File: src/logic/video_pkg.sv
`default_nettype none

package video_pkg;

    // 640x480 at 60 Hz, counted in pixel enables
    localparam int h_visible = 640;
    localparam int h_front   = 16;
    localparam int h_sync    = 96;
    localparam int h_total   = 800;

    localparam int h_sync_start = h_visible + h_front;
    localparam int h_sync_end   = h_sync_start + h_sync; // back porch runs to h_total

    localparam int v_visible = 480;
    localparam int v_front   = 10;
    localparam int v_sync    = 2;
    localparam int v_total   = 525;

    localparam int v_sync_start = v_visible + v_front;
    localparam int v_sync_end   = v_sync_start + v_sync;

    // counter width, enough for h_total and v_total
    localparam int coord_w = 10;

    localparam logic [23:0] bg_rgb = 24'h88cc88; // flat green background

    // counter update -> renderer reg -> rom reg -> output reg
    localparam int pipe_depth = 3;

endpackage

`default_nettype wire

File: src/logic/display_ifs.sv
`timescale 1ns/1ps
`default_nettype none

// scan position from the timing generator
interface scan_if;
    import video_pkg::*;

    logic               pix_en;
    logic [coord_w-1:0] hcount;
    logic [coord_w-1:0] vcount;
    logic               visible;

    modport source (output pix_en, hcount, vcount, visible);
    modport sink   (input  pix_en, hcount, vcount, visible);
endinterface


`default_nettype wire

File: src/logic/vga_timing.sv
`timescale 1ns/1ps
`default_nettype none

module vga_timing (
    input  logic   sys_clk,
    input  logic   reset,
    scan_if.source scan,
    output logic   hsync,
    output logic   vsync
);
    import video_pkg::*;

    logic               pix_en;
    logic [coord_w-1:0] h_cnt;
    logic [coord_w-1:0] v_cnt;
    logic [coord_w-1:0] h_next;
    logic [coord_w-1:0] v_next;
    logic               line_end;

    assign line_end = (h_cnt == coord_w'(h_total - 1));
    assign h_next   = line_end ? '0 : h_cnt + 1'b1;

    always_comb begin
        v_next = v_cnt;
        if (line_end) begin
            v_next = (v_cnt == coord_w'(v_total - 1)) ? '0 : v_cnt + 1'b1;
        end
    end

    always_ff @(posedge sys_clk or negedge reset) begin
        if (!reset) begin
            pix_en <= 1'b0;
            h_cnt  <= '0;
            v_cnt  <= '0;
            hsync  <= 1'b1; // syncs are active low
            vsync  <= 1'b1;
        end else begin
            pix_en <= ~pix_en; // half the sys_clk rate
            if (pix_en) begin
                h_cnt <= h_next;
                v_cnt <= v_next;
                // decoded from the next count so they change with the counters
                hsync <= !(h_next >= coord_w'(h_sync_start) &&
                           h_next <  coord_w'(h_sync_end));
                vsync <= !(v_next >= coord_w'(v_sync_start) &&
                           v_next <  coord_w'(v_sync_end));
            end
        end
    end

    assign scan.pix_en  = pix_en;
    assign scan.hcount  = h_cnt;
    assign scan.vcount  = v_cnt;
    assign scan.visible = (h_cnt < coord_w'(h_visible)) && (v_cnt < coord_w'(v_visible));

endmodule

`default_nettype wire

File: src/flat_wrapper.sv
// flat-port wrapper written by rule: the top's interface ports become plain ports
module vga_timing_flat import video_pkg::*;
  (sys_clk, reset, hsync, vsync, scan_pix_en, scan_hcount, scan_vcount, scan_visible);
  scan_if scan_i ();
  input  logic sys_clk;
  input  logic reset;
  output logic hsync;
  output logic vsync;
  output wire logic [$bits(scan_i.pix_en)-1:0] scan_pix_en;
  output wire logic [$bits(scan_i.hcount)-1:0] scan_hcount;
  output wire logic [$bits(scan_i.vcount)-1:0] scan_vcount;
  output wire logic [$bits(scan_i.visible)-1:0] scan_visible;
  assign scan_pix_en = scan_i.pix_en;
  assign scan_hcount = scan_i.hcount;
  assign scan_vcount = scan_i.vcount;
  assign scan_visible = scan_i.visible;
  vga_timing u_core (.sys_clk(sys_clk), .reset(reset), .scan(scan_i), .hsync(hsync), .vsync(vsync));
endmodule
File: config.mk
export PLATFORM = sky130hd
export DESIGN_NAME = vga_timing_flat
export DESIGN_NICKNAME = d
export VERILOG_FILES = /design/src/logic/video_pkg.sv /design/src/logic/display_ifs.sv /design/src/logic/vga_timing.sv /design/src/flat_wrapper.sv
export SDC_FILE = /design/constraint.sdc
export NUM_CORES = 1
export LEC_CHECK = 0
export BUFFER_PORTS_ARGS = -buffer_cell sky130_fd_sc_hd__buf_2
export CORE_MARGIN = 2
export CORE_UTILIZATION = 54
export CTS_BUF_LIST = sky130_fd_sc_hd__clkbuf_2 sky130_fd_sc_hd__clkbuf_4 sky130_fd_sc_hd__clkbuf_8
export DETAILED_ROUTE_END_ITERATION = 12
export PLACE_DENSITY_LB_ADDON = 0.25
export SYNTH_ARGS = -nofsm -noshare
export SYNTH_HDL_FRONTEND = slang
export SYNTH_SLANG_ARGS = --single-unit
export TNS_END_PERCENT = 100
File: constraint.sdc
create_clock -name sys_clk -period 5.2 [get_ports sys_clk]
set_input_delay 1.04 -clock sys_clk [delete_from_list [all_inputs] [get_ports sys_clk]]
set_output_delay 1.04 -clock sys_clk [all_outputs]
set_load 0.01 [all_outputs]
==> results of run 1 <==
[kinds of logic after synthesis]
logic type / Yosys count / synth area share
simple gates: 71 / 0.272
compound gates: 50 / 0.208
flops: 23 / 0.390
buf+inv: 15 / 0.0515
xor+xnor: 4 / 0.0237
fa+ha+maj: 4 / 0.0338
mux: 3 / 0.0211
[cells in the final DEF, fill, tap and decap left out, types with 2 or more instances in the layout]
| cell type | instances |
|---|---|
| a21boi_0 | 2 |
| a21oi_1 | 7 |
| a31oi_1 | 3 |
| and3_1 | 7 |
| and4_1 | 3 |
| buf_2 | 25 |
| clkbuf_4 | 4 |
| dfrtp_1 | 21 |
| dfstp_2 | 2 |
| ha_1 | 4 |
| inv_1 | 6 |
| mux2i_1 | 2 |
| nand2_1 | 14 |
| nand2b_1 | 2 |
| nand3_1 | 12 |
| nor2_1 | 12 |
| nor2b_1 | 2 |
| nor3_1 | 4 |
| nor3b_1 | 2 |
| nor4_1 | 2 |
| o211ai_1 | 3 |
| o21ai_0 | 21 |
| o31ai_1 | 7 |
| o32a_1 | 2 |
| xnor2_1 | 3 |
[flip-flops by register name, indices dropped and copies added (netlist names)]
register / count
u_core.hsync: 1
u_core.scan.hcount: 10
u_core.scan.pix_en: 1
u_core.scan.vcount: 10
u_core.vsync: 1
[worst min-delay path, stage by stage (launching register included)]
cell	delay, ps
dfstp_2	380
nor2_1	70
a31oi_1	50
[area by class of cell]
cell class              count  area share
well taps                  30      0.0232
clock buffers               4      0.0185
repair buffers             25      0.0772
flip-flops and latches     23       0.357
multi-input cells         132       0.510
inverters                   6      0.0139
[metal layers]
| metal | vias to the layer above | GRT usage | part of all wire |
|---|---|---|---|
| met2 | 38 | 0.383 | 0.51 |
| li1 | 666 | - | - |
| met1 | 682 | 0.300 | 0.44 |
| met5 | - | 0 | 0 |
| met4 | 0 | 0.0646 | 0.0094 |
| met3 | 4 | 0.0230 | 0.036 |
[power groups by stage]
stage / combinational, W / sequential (W) / clock [W]
after global placement: 0.00000380 / 0.000182 / 0
after global routing: 0.00000438 / 0.000179 / 0.0000966
after CTS: 0.00000396 / 0.000179 / 0.0000886
after floorplan: 0.000000000307 / 0.000182 / 0
after detailed placement: 0.00000398 / 0.000182 / 0
final: 0.00000363 / 0.000179 / 0.0000845
[through the flow]
stage,hold slack [ps],area (sq um),cells,util
after floorplan,491,1480,170,-
after global placement,483,1590,216,0.625
after detailed placement,486,1590,216,0.625
after CTS,498,1620,220,0.637
after global routing,511,1620,220,0.637
final,493,1620,220,0.637
[worst paths after layout]
kind                                       start                    end  slack (ps)  cells after the start
min in group asynchronous                  reset  u_core.scan.hcount[3]         690                      1
max in group asynchronous                  reset           u_core.vsync        4130                      1
setup reg to reg           u_core.scan.hcount[0]  u_core.scan.vcount[9]        3010                      6
setup / recovery           u_core.scan.vcount[5]           scan_visible        2770                      4
hold reg to reg                     u_core.vsync           u_core.vsync         490                      2
hold / removal                      u_core.vsync           u_core.vsync         490                      2
==> impl_metrics.json, run 1 <==
{
  "row_count": 18,
  "finalPower_w": 0.000267,
  "postCtsSetupBuffers": 0,
  "cap_violations": 0,
  "cp_top_family": "flip-flops",
  "max_stage_delay_ps": 600,
  "area_growth_pct": 9.37,
  "place_congestion": 0.920,
  "antenna_found_initial": 0,
  "vias": 1390,
  "critical_path_class": "register to primary output",
  "wl_per_cell_microns": 15.6,
  "drc_errors": 0,
  "track_usage": 0.224,
  "die_area_sq_um": 3180,
  "clk_path_buf_depth": 2,
  "root_buffer": "clkbuf_4",
  "rsz0062_at_grt": "false",
  "ys_top_cells_by_count": "21 x dfrtp_1, 21 x o21ai_0, 14 x nand2_1",
  "grt_pass1_vias": 1226,
  "layout-drive-gt1-share": 0.184,
  "comb_power_share": 0.014,
  "wirelength_mm": 3.42,
  "grt_pass1_wl_mm": 5.78,
  "worst_pin_slew_ps": 571,
  "numCtsBuffers": 3,
  "period_share": 0.467,
  "fin_tns_setup_ps": 0,
  "num_io_pins": 26,
  "yosysTopAreaCellShare": 0.355,
  "first_pass_iters": 4,
  "antenna_left": 0,
  "pwr-share-clk": 0.316,
  "fillers": 213,
  "p_sw_frac": 0.198,
  "crit_chain": "nand2_1 > o21ai_0 > nor2_1 > buf_2",
  "post-dp-hpwl_mm": 2.45,
  "hold_path_class": "register to register",
  "startpoint_type": "register",
  "period_needed_ps": 2430,
  "critPathSlowestCell": "dfrtp_1",
  "max_freq_ghz": 0.411,
  "async_flop_share": 1.00,
  "cp.required_ps": 4160,
  "yosysTopAreaCell": "dfrtp_1",
  "multi_input_area_sq_um": 827,
  "p_int_w": 0.000214,
  "worstPathMaxFanout": 12,
  "p_seq_frac": 0.670,
  "place_worst_setup_slack_ps": 3060,
  "p_leak_nw": 0.709,
  "status": "finished, final reports clean",
  "synth-edff-count": 0,
  "slew_viol_final": 0,
  "synthCells": 170,
  "clk_pin_slew_ps": 120,
  "synth_warnings": 0,
  "post_drt_via_cell_ratio": 6.32,
  "power_density_nw_per_um2": 165,
  "insertion_delay_ps": 300,
  "cts_resized": 0,
  "overflow": 0,
  "path_buf_inv": 1,
  "grt_max_degree": 24,
  "drt-initial-drc-count": 50,
  "synthFlopType": "dfrtp_1",
  "cts_hold_buffers": 0,
  "io_buffers": 25,
  "ir_drop_uv": 149,
  "syn_area_sq_um": 1480,
  "postSynthNetCount": 176,
  "finClkSkew_ps": 8.85,
  "seqCellArea_sq_um": 578,
  "core_area_sq_um": 2540,
  "ys_types": 45,
  "cts_tree": "yes",
  "arrival_ps": 1390,
  "setup_violations": 0,
  "nets": 197,
  "hold_viol_final": 0,
  "endpoint_kind": "primary output",
  "antenna_cells": 0,
  "ys_seq_elements": 23,
  "htreeDepth": 1,
  "yosysSeqAreaShare": 0.390,
  "syn_avg_cell_area_sq_um": 8.71,
  "die_w_microns": 56.4,
  "synth_area_leaders": "dfrtp_1 35%, o21ai_0 7.1%, nand3_1 4.1%",
  "clock-sinks": 23,
  "max-slew-margin-rel": 0.619,
  "die_h_microns": 56.4,
  "layout_setup_ws_ps": 2770,
  "switching_power_w": 0.0000528,
  "start_util": 0.582
}
(Power assumes the default switching activity.)
==> run 2, diff against run 1 <==
--- a/config.mk
+++ b/config.mk
@@ -5,9 +5,10 @@
 export SDC_FILE = /design/constraint.sdc
 export NUM_CORES = 1
 export LEC_CHECK = 0
+export ABC_AREA = 1
 export BUFFER_PORTS_ARGS = -buffer_cell sky130_fd_sc_hd__buf_2
 export CORE_MARGIN = 2
-export CORE_UTILIZATION = 54
+export CORE_UTILIZATION = 52
 export CTS_BUF_LIST = sky130_fd_sc_hd__clkbuf_2 sky130_fd_sc_hd__clkbuf_4 sky130_fd_sc_hd__clkbuf_8
 export DETAILED_ROUTE_END_ITERATION = 12
 export PLACE_DENSITY_LB_ADDON = 0.25
==> constraint.sdc (replaced) <==
create_clock -name sys_clk -period 2.2 [get_ports sys_clk]
set_input_delay 0.44 -clock sys_clk [delete_from_list [all_inputs] [get_ports sys_clk]]
set_output_delay 0.44 -clock sys_clk [all_outputs]
set_load 0.01 [all_outputs]
==> impl_metrics.json, run 2 <==
{
  "finalPower_w": 0.000653,
  "first_pass_iters": 8,
  "fin_util": 0.619,
  "clk_path_buf_depth": 2,
  "pwr-share-clk": 0.339,
  "postSynthNetCount": 238,
  "fillers": 278,
  "place_congestion": 0.922,
  "synth_warnings": 0,
  "violations": "design-rule violations",
  "cp.required_ps": 2480,
  "routed-wl-met2_mm": 1.46,
  "finClkSkew_ps": 4.94,
  "grt_max_degree": 24,
  "wirelength_mm": 3.36,
  "rsz0062_at_grt": "false",
  "yosysTopAreaCell": "dfrtp_1",
  "fin_cells": 288,
  "yosysTopAreaCellShare": 0.336,
  "p_sw_frac": 0.223,
  "antenna_cells": 0,
  "antenna_left": 0,
  "die_w_microns": 58.8,
  "worst_pin_slew_ps": 520,
  "syn_avg_cell_area_sq_um": 6.74,
  "synthFlopType": "dfrtp_1",
  "synth_most_common_cell": "nand2_1",
  "max-slew-margin-rel": 0.653,
  "switching_power_w": 0.000146,
  "startpoint_type": "register",
  "fin_tns_setup_ps": 0,
  "seqCellArea_sq_um": 578,
  "period_share": 0.843,
  "insertion_delay_ps": 330,
  "layout-drive-gt1-share": 0.179,
  "synth-edff-count": 0,
  "htreeDepth": 1,
  "syn_area_sq_um": 1560,
  "status": "finished with violations",
  "io_buffers": 25,
  "final_cell_mix": "73 x nand2_1, 34 x inv_1, 25 x buf_2",
  "core_area_sq_um": 2810,
  "p_leak_nw": 0.950,
  "area_growth_pct": 11.1,
  "arrival_ps": 2140,
  "grt_pass1_wl_mm": 6.07,
  "die_area_sq_um": 3460,
  "multi_input_area_sq_um": 818,
  "cp-startpoint": "u_core.scan.hcount[0]",
  "overflow": 0,
  "endpoint_kind": "register",
  "mostFrequentLayoutCell": "nand2_1",
  "top_layer": "met4",
  "period_needed_ps": 1860,
  "drc_errors": 2,
  "cts_tree": "yes",
  "drt-initial-drc-count": 60,
  "wl_met1_mm": 1.67,
  "ys_top_cells_by_count": "73 x nand2_1, 34 x inv_1, 24 x nor2_1",
  "power_density_nw_per_um2": 376,
  "synth_area_leaders": "dfrtp_1 34%, nand2_1 18%, inv_1 8.2%",
  "slew_viol_final": 0,
  "setup_violations": 0,
  "grt_pass1_vias": 1346,
  "synthCells": 232,
  "num_io_pins": 26,
  "ys_types": 27,
  "async_flop_share": 1.00,
  "track_usage": 0.226,
  "ys_seq_elements": 23,
  "cts_resized": 0,
  "p_seq_frac": 0.648,
  "critical_path_class": "register to register",
  "cts_hold_buffers": 0,
  "nets": 264,
  "row_count": 19,
  "die_h_microns": 58.8,
  "ir_drop_uv": 256,
  "layout_setup_ws_ps": 345,
  "hold_path_class": "input pin to async pin",
  "r2r_start": "u_core.scan.hcount[0]",
  "wl_per_cell_microns": 11.7,
  "dp_cells": 284,
  "worstPathMaxFanout": 10,
  "vias": 1476,
  "place_worst_setup_slack_ps": 359,
  "cap_violations": 0,
  "clock-sinks": 23,
  "post-dp-hpwl_mm": 2.45,
  "p_int_w": 0.000507,
  "comb_power_share": 0.013,
  "clk_pin_slew_ps": 130,
  "post_drt_via_cell_ratio": 5.13,
  "max_freq_ghz": 0.539,
  "met3_length_microns": 161,
  "numCtsBuffers": 3,
  "hold_viol_final": 0,
  "postCtsSetupBuffers": 0,
  "root_buffer": "clkbuf_4",
  "yosysSeqAreaShare": 0.370,
  "antenna_found_initial": 0,
  "start_util": 0.557
}
-- run 2: cell type report --
type                       instances  area share
clock buffer                       4      0.0173
timing repair buffer              26      0.0764
tap                               31      0.0223
sequential                        23       0.333
multi-input combinational        167       0.471
inverter                          37      0.0800
-- run 2: worst max-delay path: stages, from the launching register on --
cell and delay [ps]:
dfrtp_1 450, ha_1 200, nand2_2 90, nor2_4 160, nand3_2 220, nand2_1 120
a21boi_1 230, nand2_1 70, nor2_1 90, nand3_1 80, nand2_1 60, inv_1 40
-- run 2: per-stage QoR --
step	instance area (sq um)	hold slack, ps
final	1740	64.6
after global routing	1740	119
after CTS	1740	78.6
after detailed placement	1710	452
after global placement	1710	442
after floorplan	1560	144
-- run 2: power groups by stage --
stage	logic, W	registers, W	clock network [W]
4_1_cts	0.00000954	0.000423	0.000231
3_3_place_gp	0.00000923	0.000431	0
6_report	0.00000864	0.000423	0.000221
5_1_grt	0.0000111	0.000423	0.000238
2_1_floorplan	0.000000000524	0.000431	0
3_5_place_dp	0.00000958	0.000431	0
-- run 2: per-layer routing --
metal | up-vias | global-route usage
li1 | 782 | -
met1 | 641 | 0.329
met2 | 46 | 0.337
met3 | 7 | 0.0220
met4 | 0 | 0.104
met5 | - | 0
-- run 2: logic make-up after synthesis --
group                      count (synthesis)  synth area share
AOI/OAI and AO/OA                         26            0.0905
xor gates and xnor gates                   3            0.0168
adders and majority gates                  4            0.0320
buffers and inverters                     42             0.106
DFF                                       23             0.370
and+or+nand+nor                          134             0.384
-- run 2: worst paths after layout --
check | endpoint | slack, ps | depth (start not counted)
worst min register to register | u_core.hsync | 570 | 2
max in group asynchronous | u_core.hsync | 1770 | 1
worst min-delay path | u_core.scan.vcount[9] | 60 | 1
worst max register to register | u_core.vsync | 340 | 11
min in group sys_clk | u_core.hsync | 570 | 2
worst max-delay path | u_core.vsync | 340 | 11
==> run 3, diff against run 2 <==
--- a/config.mk
+++ b/config.mk
@@ -8,7 +8,7 @@
 export ABC_AREA = 1
 export BUFFER_PORTS_ARGS = -buffer_cell sky130_fd_sc_hd__buf_2
 export CORE_MARGIN = 2
-export CORE_UTILIZATION = 52
+export CORE_UTILIZATION = 54
 export CTS_BUF_LIST = sky130_fd_sc_hd__clkbuf_2 sky130_fd_sc_hd__clkbuf_4 sky130_fd_sc_hd__clkbuf_8
 export DETAILED_ROUTE_END_ITERATION = 12
 export PLACE_DENSITY_LB_ADDON = 0.25
==> constraint.sdc (replaced) <==
create_clock -name sys_clk -period 1.9 [get_ports sys_clk]
set_input_delay 0.38 -clock sys_clk [delete_from_list [all_inputs] [get_ports sys_clk]]
set_output_delay 0.38 -clock sys_clk [all_outputs]
set_load 0.01 [all_outputs]
==> impl_metrics.json, run 3 (synthesis results as in run 2) <==
{
  "status": "finished, final reports clean",
  "numCtsBuffers": 3,
  "ir_drop_uv": 447,
  "grt_use_met1": 0.318,
  "arrival_ps": 1440,
  "cts_tree": "yes",
  "clk_path_buf_depth": 2,
  "antenna_found_initial": 0,
  "worst_pin_slew_ps": 519,
  "num_io_pins": 26,
  "grt_max_degree": 24,
  "layout-drive-gt1-share": 0.201,
  "clock-sinks": 23,
  "crit_chain": "nand2_1 > nor2_1 > nor3_1 > buf_2",
  "drc_errors": 0,
  "cp.required_ps": 1520,
  "path_buf_inv": 1,
  "max_stage_delay_ps": 500,
  "wl_per_cell_microns": 11.9,
  "mostFrequentLayoutCell": "nand2_1",
  "grt.met2_usage": 0.356,
  "dp_cells": 286,
  "slew_viol_final": 0,
  "setup_violations": 0,
  "critical_path_class": "register to primary output",
  "first_pass_iters": 4,
  "post-dp-hpwl_mm": 2.55,
  "hold_path_class": "input pin to async pin",
  "wirelength_mm": 3.46,
  "hold_viol_final": 0,
  "fillers": 252,
  "insertion_delay_ps": 330,
  "antenna_cells": 0,
  "final_cell_mix": "73 x nand2_1, 34 x inv_1, 25 x buf_2",
  "use_met3": 0.0223,
  "post_drt_via_cell_ratio": 5.17,
  "rsz0062_at_grt": "true",
  "cap_violations": 0,
  "startpoint_type": "register",
  "postCtsSetupBuffers": 0,
  "nets": 266,
  "endpoint_kind": "primary output",
  "overflow": 0,
  "grt_pass1_vias": 1361,
  "cp_top_family": "flip-flops",
  "vias": 1499,
  "p_leak_nw": 0.953,
  "root_buffer": "clkbuf_4",
  "grt_most_used_layer": "met2",
  "drt-initial-drc-count": 77,
  "power_density_nw_per_um2": 418,
  "period_share": 0.960,
  "finClkSkew_ps": 12.9,
  "place_congestion": 0.943,
  "max_freq_ghz": 0.548,
  "worstPathMaxFanout": 7,
  "period_needed_ps": 1820,
  "core_area_sq_um": 2760,
  "die_h_microns": 57.8,
  "critPathSlowestCell": "dfrtp_1",
  "die_w_microns": 57.8,
  "fin_cells": 290,
  "htreeDepth": 1,
  "io_buffers": 25,
  "fin_tns_setup_ps": 0,
  "area_growth_pct": 13.2,
  "antenna_left": 0,
  "grt_pass1_wl_mm": 5.89,
  "row_count": 19,
  "track_usage": 0.228,
  "clk_pin_slew_ps": 140,
  "max-slew-margin-rel": 0.654,
  "die_area_sq_um": 3340,
  "start_util": 0.567,
  "cts_hold_buffers": 0
}
[run 3: layout make-up]
cell class,count,area (sq um),share of cell area
flip-flops and latches,23,581,0.328
inverters,37,139,0.0785
well taps,31,38.8,0.0219
clock buffers,3,22.5,0.0127
multi-input cells,167,836,0.472
clock inverters,1,5.00,0.00283
repair buffers,28,148,0.0835
[run 3: path summary, 6_finish.rpt]
path | startpoint | slack (ps) | cells past startpoint | endpoint
worst max-delay path | u_core.scan.vcount[6] | 80 | 4 | scan_visible
worst min-delay path | reset | 0.5 | 1 | u_core.scan.hcount[8]
worst max register to register | u_core.scan.hcount[0] | 140 | 14 | u_core.vsync
worst min register to register | u_core.hsync | 560 | 2 | u_core.hsync
max in group asynchronous | reset | 1510 | 1 | u_core.scan.vcount[0]
min in group sys_clk | u_core.hsync | 560 | 2 | u_core.hsync
[run 3: power by group]
part           leakage, nW  switching [W]  internal, W
clock               0.0177       0.000161    0.0000790
combinational        0.639     0.00000928  0.000000734
sequential           0.297              0     0.000490
[run 3: repair_timing]
action | in CTS | in global routing
gates resized for setup | 0 | 6
hold endpoints to repair | 0 | 0
setup endpoints to repair | 0 | 3
[run 3: per-layer routing]
metal  share of wire  wire length, microns
met1            0.51                  1760
met2            0.44                  1500
met3           0.041                   140
met4           0.015                    51
met5               0                     0
[run 3: through the flow]
| step | total power (W) | cell area [sq um] | setup WS (ps) | hold slack (ps) | util |
|---|---|---|---|---|---|
| after floorplan | 0.000499 | 1560 | 275 | 84.4 | - |
| after global routing | 0.000765 | 1770 | -8.11 | 37.8 | 0.642 |
| after CTS | 0.000746 | 1750 | 74.0 | 19.7 | 0.634 |
| after global placement | 0.000510 | 1720 | 123 | 384 | 0.624 |
| final | 0.000740 | 1770 | 75.2 | 0.536 | 0.642 |
| after detailed placement | 0.000510 | 1720 | 116 | 388 | 0.624 |
[run 3: worst register-to-register path, stage by stage (launching register included)]
cell	delay [ps]
dfrtp_1	440
ha_2	210
nand2_2	80
inv_2	70
nand2_2	70
nor2_4	270
nand2_1	100
nand2_1	70
nand2_1	60
inv_1	60
nand2_1	50
nor2_1	90
nand3_1	80
nand2_1	60
inv_1	40
